**src/include/bumpy_macros.svh**
```systemverilog
`ifndef BUMPY_MACROS_SVH
`define BUMPY_MACROS_SVH

// position is kept in 1/64 pixel units
`define FP_SCALE 64

// tile and sprite edge length in pixels
`define TILE_PX 64
`define SPRITE_PX 16

// visible screen in pixels
`define SCREEN_W 640
`define SCREEN_H 480

// tile grid covering the screen
`define BOARD_COLS 10
`define BOARD_ROWS 8

// configuration register map
`define CFG_ADDR_SPEED_X 8'd0
`define CFG_ADDR_SPEED_Y 8'd1
`define CFG_ADDR_JUMP 8'd2
`define CFG_ADDR_TELEPORT 8'd3

// tile n lives at base plus n
`define CFG_ADDR_TILE_BASE 8'd16

`endif

```
**src/hw/bumpy_pkg.sv**
```systemverilog
package bumpy_pkg;

	// motion state driven by the controller
	typedef enum logic [3:0] {
		s_reset,
		s_idle,
		s_left,
		s_right,
		s_down,
		s_up,
		s_die
	} move_state_e;

	// one-hot edge of the sprite that touched something
	typedef logic [3:0] edge_code_t;
	localparam edge_code_t edge_none = 4'b0000;
	localparam edge_code_t edge_bottom = 4'b0001;
	localparam edge_code_t edge_right = 4'b0010;
	localparam edge_code_t edge_top = 4'b0100;
	localparam edge_code_t edge_left = 4'b1000;

	// what a tile does to the character standing on it
	typedef enum logic [1:0] {
		tile_free = 2'd0,
		tile_step = 2'd1,
		tile_teleport = 2'd2,
		tile_deadly = 2'd3
	} tile_kind_e;

	// registered report from the tile board
	typedef struct packed {
		logic step;
		logic free;
		logic teleport;
		logic deadly;
		logic border;
		edge_code_t hit_edge;
	} collision_t;

	// direction keys as pressed
	typedef struct packed {
		logic left;
		logic right;
		logic up;
		logic down;
	} keys_t;

	// column in the upper nibble and row in the lower nibble
	typedef struct packed {
		logic [3:0] col;
		logic [3:0] row;
	} tile_coord_t;

	// teleport target byte as written or as a tile coordinate
	typedef union packed {
		logic [7:0] raw;
		tile_coord_t coord;
	} teleport_word_u;

	// run-time motion parameters
	typedef struct packed {
		logic [15:0] speed_x;
		logic [15:0] speed_y;
		logic [15:0] jump_height;
		teleport_word_u teleport;
	} move_cfg_t;

endpackage

```
**src/hw/move_config.sv**
```systemverilog
`timescale 1ns/1ps
`include "bumpy_macros.svh"

module move_config (
	input	logic				clk,
	input	logic				resetN,
	input	logic				cfg_we,
	input	logic	[7:0]		cfg_addr,
	input	logic	[15:0]		cfg_wdata,
	output	bumpy_pkg::move_cfg_t	cfg,
	output	logic				tile_we,
	output	logic	[6:0]		tile_index,
	output	bumpy_pkg::tile_kind_e	tile_kind
);

	// default speeds in 1/64 pixel per frame
	localparam int SPEED_X_RESET = 120;
	localparam int SPEED_Y_RESET = 150;
	// jump apex stops 9 pixels short of one tile height
	localparam int JUMP_RESET = (`TILE_PX - 9) * `FP_SCALE;
	localparam int TILE_COUNT = `BOARD_COLS * `BOARD_ROWS;

	logic	[7:0]	tile_offset;
	logic			tile_range;

	// tile writes go straight to the board in the same cycle
	assign tile_offset = cfg_addr - `CFG_ADDR_TILE_BASE;
	assign tile_range = (cfg_addr >= `CFG_ADDR_TILE_BASE) && (tile_offset < 8'(TILE_COUNT));
	assign tile_we = cfg_we && tile_range;
	assign tile_index = tile_offset[6:0];
	// only the two low data bits carry the kind
	assign tile_kind = bumpy_pkg::tile_kind_e'(cfg_wdata[1:0]);

	always_ff @(posedge clk or negedge resetN) begin
		if (!resetN) begin
			cfg.speed_x <= 16'(SPEED_X_RESET);
			cfg.speed_y <= 16'(SPEED_Y_RESET);
			cfg.jump_height <= 16'(JUMP_RESET);
			// teleport lands on tile (1,1) by default
			cfg.teleport.coord.col <= 4'd1;
			cfg.teleport.coord.row <= 4'd1;
		end else if (cfg_we) begin
			case (cfg_addr)
				`CFG_ADDR_SPEED_X: cfg.speed_x <= cfg_wdata;
				`CFG_ADDR_SPEED_Y: cfg.speed_y <= cfg_wdata;
				`CFG_ADDR_JUMP: cfg.jump_height <= cfg_wdata;
				// low byte only
				`CFG_ADDR_TELEPORT: cfg.teleport.raw <= cfg_wdata[7:0];
				default: ;
			endcase
		end
	end

endmodule

```
**src/hw/bumpy_controller.sv**
```systemverilog
`timescale 1ns/1ps

module bumpy_controller (
	input	logic					clk,
	input	logic					resetN,
	input	bumpy_pkg::keys_t		keys,
	input	bumpy_pkg::collision_t	coll,
	output	bumpy_pkg::move_state_e	state
);

	bumpy_pkg::move_state_e	state_next;
	bumpy_pkg::move_state_e	key_state;

	// key priority is left, right, up, down
	always_comb begin
		if (keys.left) begin
			key_state = bumpy_pkg::s_left;
		end else if (keys.right) begin
			key_state = bumpy_pkg::s_right;
		end else if (keys.up) begin
			key_state = bumpy_pkg::s_up;
		end else if (keys.down) begin
			key_state = bumpy_pkg::s_down;
		end else begin
			// nothing pressed
			key_state = bumpy_pkg::s_idle;
		end
	end

	// next state
	always_comb begin
		state_next = state;
		case (state)
			// reset lasts exactly one cycle
			bumpy_pkg::s_reset: begin
				state_next = bumpy_pkg::s_idle;
			end
			// die is sticky until reset
			bumpy_pkg::s_die: begin
				state_next = bumpy_pkg::s_die;
			end
			bumpy_pkg::s_idle,
			bumpy_pkg::s_left,
			bumpy_pkg::s_right,
			bumpy_pkg::s_up,
			bumpy_pkg::s_down: begin
				// deadly tile beats any key
				if (coll.deadly) begin
					state_next = bumpy_pkg::s_die;
				end else begin
					// step and free tiles leave the choice to the keys
					state_next = key_state;
				end
			end
			default: begin
				// unused encodings recover through idle
				state_next = bumpy_pkg::s_idle;
			end
		endcase
	end

	// state register
	// the collision report is one cycle behind the position
	// so the state lands two cycles after the frame pulse
	always_ff @(posedge clk or negedge resetN) begin
		if (!resetN) begin
			state <= bumpy_pkg::s_reset;
		end else begin
			state <= state_next;
		end
	end

endmodule

```
**src/hw/bumpy_move.sv**
```systemverilog
`timescale 1ns/1ps
`include "bumpy_macros.svh"

module bumpy_move (
	input	logic					clk,
	input	logic					resetN,
	input	logic					start_of_frame,
	input	bumpy_pkg::move_state_e	state,
	input	bumpy_pkg::collision_t	coll,
	input	bumpy_pkg::move_cfg_t	cfg,
	output	logic signed	[10:0]	offset_x,
	output	logic signed	[10:0]	offset_y,
	output	logic					dead_led
);

	// all lengths below are in 1/64 pixel
	localparam int FP = `FP_SCALE;
	localparam int TILE_FP = `TILE_PX * `FP_SCALE;
	localparam int SPRITE_FP = `SPRITE_PX * `FP_SCALE;
	// top-left corner that centers the sprite in a tile
	localparam int CENTER_FP = TILE_FP / 2 - SPRITE_FP / 2;
	// origin shift that parks the character at a border
	localparam int BORDER_SHIFT = TILE_FP + SPRITE_FP / 2;

	logic signed	[31:0]	pos_x;
	logic signed	[31:0]	pos_y;
	logic signed	[31:0]	vel_x;
	logic signed	[31:0]	vel_y;
	logic signed	[31:0]	jump_x;
	logic signed	[31:0]	jump_y;
	logic signed	[31:0]	cfg_spd_x;
	logic signed	[31:0]	cfg_spd_y;
	logic signed	[31:0]	cfg_jump;
	logic signed	[31:0]	tp_x;
	logic signed	[31:0]	tp_y;
	logic signed	[31:0]	pix_x;
	logic signed	[31:0]	pix_y;
	logic					on_bottom;
	logic					step_hit;
	logic					tp_hit;
	logic					launch;

	// config fields are unsigned magnitudes
	assign cfg_spd_x = {16'd0, cfg.speed_x};
	assign cfg_spd_y = {16'd0, cfg.speed_y};
	assign cfg_jump = {16'd0, cfg.jump_height};

	assign on_bottom = (coll.hit_edge == bumpy_pkg::edge_bottom);
	assign step_hit = coll.step && on_bottom;
	assign tp_hit = coll.teleport && on_bottom;
	// a step only launches while not already rising
	assign launch = step_hit && (vel_y >= 0);

	// center of the target tile from the coordinate view
	assign tp_x = {28'd0, cfg.teleport.coord.col} * TILE_FP + CENTER_FP;
	assign tp_y = {28'd0, cfg.teleport.coord.row} * TILE_FP + CENTER_FP;

	// jump origin
	always_ff @(posedge clk or negedge resetN) begin
		if (!resetN) begin
			jump_x <= CENTER_FP;
			jump_y <= CENTER_FP;
		end else if (launch) begin
			jump_x <= pos_x;
			jump_y <= pos_y;
		end else if (coll.border) begin
			// move the origin past the limit so travel into the border stops
			if (coll.hit_edge == bumpy_pkg::edge_left) begin
				jump_x <= pos_x + BORDER_SHIFT;
			end else if (coll.hit_edge == bumpy_pkg::edge_right) begin
				jump_x <= pos_x - BORDER_SHIFT;
			end
		end
	end

	// vertical speed and the dead indicator
	always_ff @(posedge clk or negedge resetN) begin
		if (!resetN) begin
			vel_y <= '0;
			dead_led <= 1'b0;
		end else begin
			case (state)
				bumpy_pkg::s_idle, bumpy_pkg::s_left, bumpy_pkg::s_right: begin
					if (launch) begin
						vel_y <= -cfg_spd_y;
					end else if ((pos_y < jump_y - cfg_jump) && (vel_y <= 0)) begin
						// apex reached, fall back
						vel_y <= cfg_spd_y;
					end
				end
				bumpy_pkg::s_up: begin
					vel_y <= -cfg_spd_y;
				end
				bumpy_pkg::s_down: begin
					vel_y <= cfg_spd_y;
					dead_led <= 1'b0;
				end
				bumpy_pkg::s_die: begin
					// frozen in place
					vel_y <= '0;
					dead_led <= 1'b1;
				end
				default: begin
					vel_y <= '0;
				end
			endcase
		end
	end

	// horizontal speed, limited to one tile from the origin
	always_ff @(posedge clk or negedge resetN) begin
		if (!resetN) begin
			vel_x <= '0;
		end else begin
			case (state)
				bumpy_pkg::s_left: begin
					if ((pos_x < jump_x - TILE_FP) && (vel_x <= 0)) begin
						vel_x <= '0;
					end else begin
						vel_x <= -cfg_spd_x;
					end
				end
				bumpy_pkg::s_right: begin
					if ((pos_x > jump_x + TILE_FP) && (vel_x >= 0)) begin
						vel_x <= '0;
					end else begin
						vel_x <= cfg_spd_x;
					end
				end
				default: begin
					vel_x <= '0;
				end
			endcase
		end
	end

	// position, stepped once per frame
	always_ff @(posedge clk or negedge resetN) begin
		if (!resetN) begin
			pos_x <= CENTER_FP;
			pos_y <= CENTER_FP;
		end else if (tp_hit) begin
			// teleport wins and the frame step is dropped
			pos_x <= tp_x;
			pos_y <= tp_y;
		end else if (start_of_frame) begin
			pos_x <= pos_x + vel_x;
			pos_y <= pos_y + vel_y;
		end
	end

	// whole pixels
	assign pix_x = pos_x / FP;
	assign pix_y = pos_y / FP;
	assign offset_x = pix_x[10:0];
	assign offset_y = pix_y[10:0];

endmodule

```
**src/hw/tile_board.sv**
```systemverilog
`timescale 1ns/1ps
`include "bumpy_macros.svh"

module tile_board (
	input	logic					clk,
	input	logic					resetN,
	input	logic					tile_we,
	input	logic	[6:0]			tile_index,
	input	bumpy_pkg::tile_kind_e	tile_kind,
	input	logic signed	[10:0]	offset_x,
	input	logic signed	[10:0]	offset_y,
	output	bumpy_pkg::collision_t	coll
);

	localparam int TILE_COUNT = `BOARD_COLS * `BOARD_ROWS;
	localparam int BOARD_W = `BOARD_COLS * `TILE_PX;
	localparam int BOARD_H = `BOARD_ROWS * `TILE_PX;
	localparam int HALF_SPRITE = `SPRITE_PX / 2;

	bumpy_pkg::tile_kind_e	map [TILE_COUNT];
	logic signed	[11:0]	foot_x;
	logic signed	[11:0]	foot_y;
	logic signed	[11:0]	right_x;
	logic					on_tile;
	logic	[3:0]			foot_col;
	logic	[2:0]			foot_row;
	logic	[6:0]			foot_index;
	bumpy_pkg::tile_kind_e	foot_kind;
	logic					at_left;
	logic					at_right;
	bumpy_pkg::collision_t	coll_next;

	// tile map, row-major, cleared to free
	always_ff @(posedge clk or negedge resetN) begin
		if (!resetN) begin
			for (int i = 0; i < TILE_COUNT; i++) begin
				map[i] <= bumpy_pkg::tile_free;
			end
		end else if (tile_we) begin
			map[tile_index] <= tile_kind;
		end
	end

	// bottom-center pixel of the sprite
	assign foot_x = {offset_x[10], offset_x} + 12'(HALF_SPRITE);
	assign foot_y = {offset_y[10], offset_y} + 12'(`SPRITE_PX - 1);

	// footprint must sit on the board and on the visible screen
	assign on_tile = (foot_x >= 0) && (foot_x < BOARD_W) &&
		(foot_y >= 0) && (foot_y < BOARD_H) && (foot_y < `SCREEN_H);

	assign foot_col = 4'(foot_x / `TILE_PX);
	assign foot_row = 3'(foot_y / `TILE_PX);
	assign foot_index = 7'(foot_row) * 7'(`BOARD_COLS) + 7'(foot_col);
	// off the board reads as free
	assign foot_kind = on_tile ? map[foot_index] : bumpy_pkg::tile_free;

	// screen side borders
	assign right_x = {offset_x[10], offset_x} + 12'(`SPRITE_PX);
	assign at_left = (offset_x <= 0);
	assign at_right = (right_x >= `SCREEN_W);

	always_comb begin
		coll_next = '0;
		if (on_tile) begin
			coll_next.hit_edge = bumpy_pkg::edge_bottom;
			// exactly one kind flag per tile
			case (foot_kind)
				bumpy_pkg::tile_free: coll_next.free = 1'b1;
				bumpy_pkg::tile_step: coll_next.step = 1'b1;
				bumpy_pkg::tile_teleport: coll_next.teleport = 1'b1;
				bumpy_pkg::tile_deadly: coll_next.deadly = 1'b1;
				default: coll_next.free = 1'b1;
			endcase
		end
		// border overrides the edge code
		if (at_left || at_right) begin
			coll_next.border = 1'b1;
			coll_next.hit_edge = at_left ? bumpy_pkg::edge_left : bumpy_pkg::edge_right;
		end
	end

	// one cycle behind the position
	always_ff @(posedge clk or negedge resetN) begin
		if (!resetN) begin
			coll <= '0;
		end else begin
			coll <= coll_next;
		end
	end

endmodule

```
**src/hw/bumpy_game_top.sv**
```systemverilog
`timescale 1ns/1ps

module bumpy_game_top (
	input	logic					clk,
	input	logic					resetN,
	input	logic					start_of_frame,
	input	bumpy_pkg::keys_t		keys,
	input	logic					cfg_we,
	input	logic	[7:0]			cfg_addr,
	input	logic	[15:0]			cfg_wdata,
	output	logic signed	[10:0]	offset_x,
	output	logic signed	[10:0]	offset_y,
	output	bumpy_pkg::move_state_e	state,
	output	logic					dead_led
);

	bumpy_pkg::move_cfg_t	cfg;
	bumpy_pkg::collision_t	coll;
	bumpy_pkg::tile_kind_e	tile_kind;
	logic					tile_we;
	logic	[6:0]			tile_index;

	// run-time registers and tile writes
	move_config move_config_inst (
		.clk		(clk),
		.resetN		(resetN),
		.cfg_we		(cfg_we),
		.cfg_addr	(cfg_addr),
		.cfg_wdata	(cfg_wdata),
		.cfg		(cfg),
		.tile_we	(tile_we),
		.tile_index	(tile_index),
		.tile_kind	(tile_kind)
	);

	// keys and collisions to motion state
	bumpy_controller bumpy_controller_inst (
		.clk	(clk),
		.resetN	(resetN),
		.keys	(keys),
		.coll	(coll),
		.state	(state)
	);

	// position integrator
	bumpy_move bumpy_move_inst (
		.clk			(clk),
		.resetN			(resetN),
		.start_of_frame	(start_of_frame),
		.state			(state),
		.coll			(coll),
		.cfg			(cfg),
		.offset_x		(offset_x),
		.offset_y		(offset_y),
		.dead_led		(dead_led)
	);

	// tile under the character and border hits
	tile_board tile_board_inst (
		.clk		(clk),
		.resetN		(resetN),
		.tile_we	(tile_we),
		.tile_index	(tile_index),
		.tile_kind	(tile_kind),
		.offset_x	(offset_x),
		.offset_y	(offset_y),
		.coll		(coll)
	);

endmodule

```
**config.mk**
```make
export PLATFORM = sky130hd
export DESIGN_NAME = bumpy_game_top
export DESIGN_NICKNAME = d
export VERILOG_FILES = /design/src/hw/bumpy_pkg.sv /design/src/hw/move_config.sv /design/src/hw/bumpy_controller.sv /design/src/hw/bumpy_move.sv /design/src/hw/tile_board.sv /design/src/hw/bumpy_game_top.sv
export VERILOG_INCLUDE_DIRS = /design/src /design/src/include
export SDC_FILE = /design/constraint.sdc
export NUM_CORES = 1
export LEC_CHECK = 0
export BUFFER_PORTS_ARGS = -buffer_cell sky130_fd_sc_hd__buf_2
export CAP_MARGIN = 20
export CORE_MARGIN = 2
export CORE_UTILIZATION = 60
export CTS_CLUSTER_DIAMETER = 200
export DETAILED_ROUTE_END_ITERATION = 8
export PLACE_DENSITY_LB_ADDON = 0.05
export SLEW_MARGIN = 20
export SYNTH_ARGS = -nofsm -noshare
export SYNTH_HDL_FRONTEND = slang
export SYNTH_SLANG_ARGS = --single-unit
```
**constraint.sdc**
```tcl
create_clock -name clk -period 7.3 [get_ports clk]
set_input_delay 1.095 -clock clk [delete_from_list [all_inputs] [get_ports clk]]
set_output_delay 1.095 -clock clk [all_outputs]
set_load 0.03 [all_outputs]
```
=== After elaboration in Yosys (flattened, before gate mapping) ===
Cells that the tools add are included.

* $add $sub $neg: 20
* Multiply operators: 1
* Magnitude comparators: 19
* Eq/ne operators: 16
* Mux-type cells: 36
* Bitwise logic cells: 6
* Reductions and logical operators: 31

{| class="wikitable"
|+ Operators with widths
! cell !! count
|-
| $mux 32 || 11
|-
| $bwmux 160 || 1
|-
| $pmux 32 s3 || 1
|-
| $add 32x14->32 const B || 2
|-
| $add 32x32->32 || 2
|-
| $ge 32x1->1 const B || 2
|-
| $le 32x1->1 const B || 2
|-
| $lt 32x32->1 || 2
|-
| $neg 16->32 || 2
|-
| $pmux 32 s2 || 1
|-
| $sub 32x14->32 const B || 2
|-
| $add 16x11->17 const B || 2
|-
| $gt 32x32->1 || 1
|-
| $sub 32x17->32 || 1
|-
| $add 11x5->12 const B || 2
|-
| $ge 12x1->1 const B || 2
|-
| $lt 12x11->1 const B || 2
|-
| $mux 4 || 6
|-
| $reduce_or 6->1 || 4
|-
| $add 11x1->11 || 2
|-
| $eq 8x2->1 const B || 2
|-
| $ge 8x8->1 const B || 2
|-
| $mux 16 || 1
|-
| $not 7->8 || 2
|-
| 38 further kinds || 72
|}

* Bits in registers: 421
* Input bits: 32
* Output and inout port bits: 27
* Word-level logic and storage cells: 226

=== Depth between registers and ports, before layout ===
* Depth in word-level cells: 17
* Gate-level depth with buffers: 28
* Depth with buffers taken out: 24

=== By module ===
A second synthesis with hierarchy kept.

* Cells, all modules: 2,728
* Area, all modules: 27,785.4 sq um

{| class="wikitable"
|+ Modules (own cells, without submodules)
! module !! instances !! cells an instance !! area an instance (sq um) !! seq. area each (sq um)
|-
| bumpy_move || 1 || 1,870 || 16,210.5 || 4,789.6
|-
| tile_board || 1 || 696 || 8,987.4 || 4,204.0
|-
| move_config || 1 || 144 || 2,421.1 || 1,420.1
|-
| bumpy_controller || 1 || 18 || 166.4 || 75.1
|}

=== Worst setup path before layout ===
No wires, ideal clock.

* Kind: register to register
* Start point: register bumpy_move_inst.pos_y[1]
* End point: register, netlist name tile_board_inst.coll[6]
* Library setup time: 0.128 ns
* Data arrival time: 6.293 ns
* Data required time: 7.172 ns
* Path slack: 0.880 ns
* Stages on the path, launching flop included: 22
* Path buffers: 2
* Clock period less this slack: 6.420 ns
* Path through: dfrtp_1 > or4_1 > o31a_1 > ha_1 > nand3_1 > nor2_1 > xor2_1 > o311ai_2 > or4b_1 > o21a_1 > ha_1 > ha_1 > inv_1 > fa_1 > clkbuf_1 > clkbuf_1 > mux4_2 > mux4_2 > mux2_2 > o211a_1 > nor2_1 > nor3b_2

{| class="wikitable"
|+ RTL lines
! what !! RTL line !! source
|-
| start: declaration || bumpy_move.sv:26 || <nowiki>logic signed [31:0] pos_y;</nowiki>
|-
| start signal: assignment || bumpy_move.sv:145 || <nowiki>pos_y <= tp_y;</nowiki>
|-
| start signal: assignment || bumpy_move.sv:148 || <nowiki>pos_y <= pos_y + vel_y;</nowiki>
|}

==> impl_metrics.ini <==
[status]
status = completed

[cells_and_area]
final_common_cell = dfrtp_1
antenna_cells = 0
drive_gt1_share_pct = 18.2
layout_common_cells = dfrtp_1, nand2_1, mux2_2, ha_1, nor2_1
final_nets = 2992
areaGrowthSynthToFinish_pct = 8.63
fin_cells = 3389

[route]
wl_per_cell_um = 20.5
final_antenna_net_count = 0
drtIter0Drc = 1594
drcViolationCount = 0
num_vias = 21200
avgViaCountPerCell = 6.24
wl_mm = 69.6
dr.pass1.iters = 5

[yosys]
synth_nets = 2986
yosys_warnings = 0
synth_edf_count = 0
synth_seq_area_share_pct = 38.2
avgSynthCellArea_um2 = 9.99
ys_types = 95
netlist_area_um2 = 27400
synthCells = 2745
synth-async-reset-ratio_pct = 100
ys.flop_type = dfrtp_1
ys_ff_latch = 417

[worst_setup_path]
path_cells = or4_1, o31a_1, ha_1, ha_1, nand3_1, xnor2_1, o311ai_2, or4b_1, o21a_1, ha_1, ha_1, xnor2_1, xnor2_1, ha_1, ha_1, xor2_2, mux4_2, mux2_2, nand2_1, o21ai_1, a22oi_2, nor3b_2
r2r_start = bumpy_move_inst.pos_y[1]
r2r_slack_ps = 650
critPathLaunch = bumpy_move_inst.pos_y[1]
startpoint_type = register
path_max_fanout = 6
crit_required_ps = 7830
arrival_ps = 7170
timing.rr.end = tile_board_inst.coll[6]
crit_path_end = tile_board_inst.coll[6]
cpMaxStageDelayCell = mux4_2
reg2reg_depth = 22
slowest_delay_ps = 580
endpoint_kind = register
cp_common_cell = ha_1
path_class = register to register

[sta]
fin_tns_setup_ps = 0
clock.fmax_mhz = 150
rsz0062_at_grt = no
finalCriticalPeriod_ps = 6650
setup_viol = 0
skew_ps = 15.6
tightest_slew_ps = 1050
fin_crit_sh_pct = 91.0
drv_slew = 0
maxSlewHeadroom_pct = 29.9
final.setup.worst_slack_ps = 654
finalHoldViolCount = 0

[placement]
dp_cells = 3302
gp_congestion = 0.935
placement.io_buffers = 57
dpl.hpwl_mm = 48.9
place_ws_ps = 717

[min_path]
min_path_cells = 2
hold_class = register to register

[clock_tree]
htree_levels = 2
clk_latency_ps = 600
post_cts_buffers = 0
cts_root_buf = clkbuf_16
postCtsHoldBufs = 0
cts_tree = built
cts_inserted_buffers = 47
clockBufferDepth = 3
cts.clk_slew.worst_paths_ps = 60
ctsResizeCount = 0
cts.sinks = 417

[die]
initial_core_util_pct = 60.6
die_y_um = 218
core_area_um2 = 45300
row_count = 78
fp.dieW_um = 218
dieArea_um2 = 47400
ioPinCount = 59

[grt]
antenna_found_initial = 2
grt_start_max_net_pins = 161
grtUsageTotal_pct = 29.8
grt_pass1_vias = 20900
grt_overflow_total = 0
grt_pass1_wl_mm = 113

[job]
drv_cap = 0

[power_and_ir_drop]
p_per_area_nw_per_um2 = 503
ir_drop_v = 0.000578
p_leak_nw = 14.4
[synthesized netlist by cell type, drive strengths merged (28+ instances only)]
cell      n  share of area (%)
a211oi   28               0.77
a21o     81                2.2
a21oi   143                2.6
clkbuf  102                1.4
dfrtp   394                 36
ha      204                9.3
inv      82                1.1
mux2    222                9.1
mux2i    44                1.6
mux4     49                4.0
nand2   315                4.3
nand2b   30               0.68
nand3    64                1.2
nand4    43               0.98
nor2    151                2.1
nor3     53                1.0
nor4     32               0.78
o21ai   136                2.5
or3      28               0.64
xnor2    82                2.6
xor2     77                2.5
[kinds of logic after synthesis]
group	count (synthesis)	synth area share (%)
other	1	0.0137
buffers and inverters	212	3.00
xor gates and xnor gates	159	5.16
DFF	417	38.2
adders and majority gates	209	9.67
AOI/OAI and AO/OA	578	13.7
muxes	315	14.7
and+or+nand+nor	854	15.5
[registers in the layout, indices dropped and copies added (netlist names)]
signal,flops
tile_board_inst.map,160
move_config_inst.cfg,56
bumpy_move_inst.jump_x,32
bumpy_move_inst.jump_y,32
bumpy_move_inst.pos_x,32
bumpy_move_inst.pos_y,32
bumpy_move_inst.vel_x,31
bumpy_move_inst.vel_y,31
tile_board_inst.coll,7
bumpy_controller_inst.state,3
bumpy_move_inst.dead_led,1
[metrics by stage]
| step | utilization, % | total power, mW | hold WS [ps] | area, um2 |
|---|---|---|---|---|
| final | 65.8 | 15.0 | 463 | 29800 |
| after global routing | 65.8 | 16.1 | 494 | 29800 |
| after CTS | 65.8 | 15.0 | 464 | 29800 |
| after detailed placement | 62.4 | 12.5 | 455 | 28200 |
| after global placement | 62.3 | 12.3 | 449 | 28200 |
| after floorplan | - | 10.2 | 442 | 27400 |
[where the power goes]
| part | internal (mW) | switching (mW) |
|---|---|---|
| clock network | 1.35 | 1.03 |
| registers | 2.81 | 0.751 |
| logic | 3.90 | 5.13 |
| total | 8.06 | 6.91 |
[final cells by class]
type / count / area, um2
tap: 600 / 751
fill: 3571 / 15500
inverter: 83 / 312
sequential: 417 / 10500
clock buffer: 62 / 1310
multi-input combinational: 2116 / 16200
clock inverter: 25 / 234
timing repair buffer: 86 / 538
[metal layers]
metal,share of wire [%],global-route usage (%)
met1,46,42.0
met4,3.1,10.1
met3,4.7,3.26
met5,0,0
met2,47,48.3
[worst min path at each step]
| stage | start | to |
|---|---|---|
| floorplan | bumpy_move_inst.jump_y[10] | bumpy_move_inst.jump_y[10] |
| global placement | bumpy_move_inst.jump_y[9] | bumpy_move_inst.jump_y[9] |
| detailed placement | bumpy_move_inst.jump_y[10] | bumpy_move_inst.jump_y[10] |
| CTS | bumpy_move_inst.jump_y[10] | bumpy_move_inst.jump_y[10] |
| global route | bumpy_move_inst.jump_y[10] | bumpy_move_inst.jump_y[10] |
| finish | bumpy_move_inst.jump_y[10] | bumpy_move_inst.jump_y[10] |
[worst max-delay path: cells and delay by family (launching register included)]
| kind | cells | cell delay [ps] |
|---|---|---|
| and+or+nand+nor | 5 | 1510 |
| DFF | 1 | 450 |
| muxes | 2 | 850 |
| AOI/OAI and AO/OA | 5 | 1040 |
| xor gates and xnor gates | 4 | 1220 |
| adders and majority gates | 6 | 1490 |
Power figures use the tool's default switching activity.
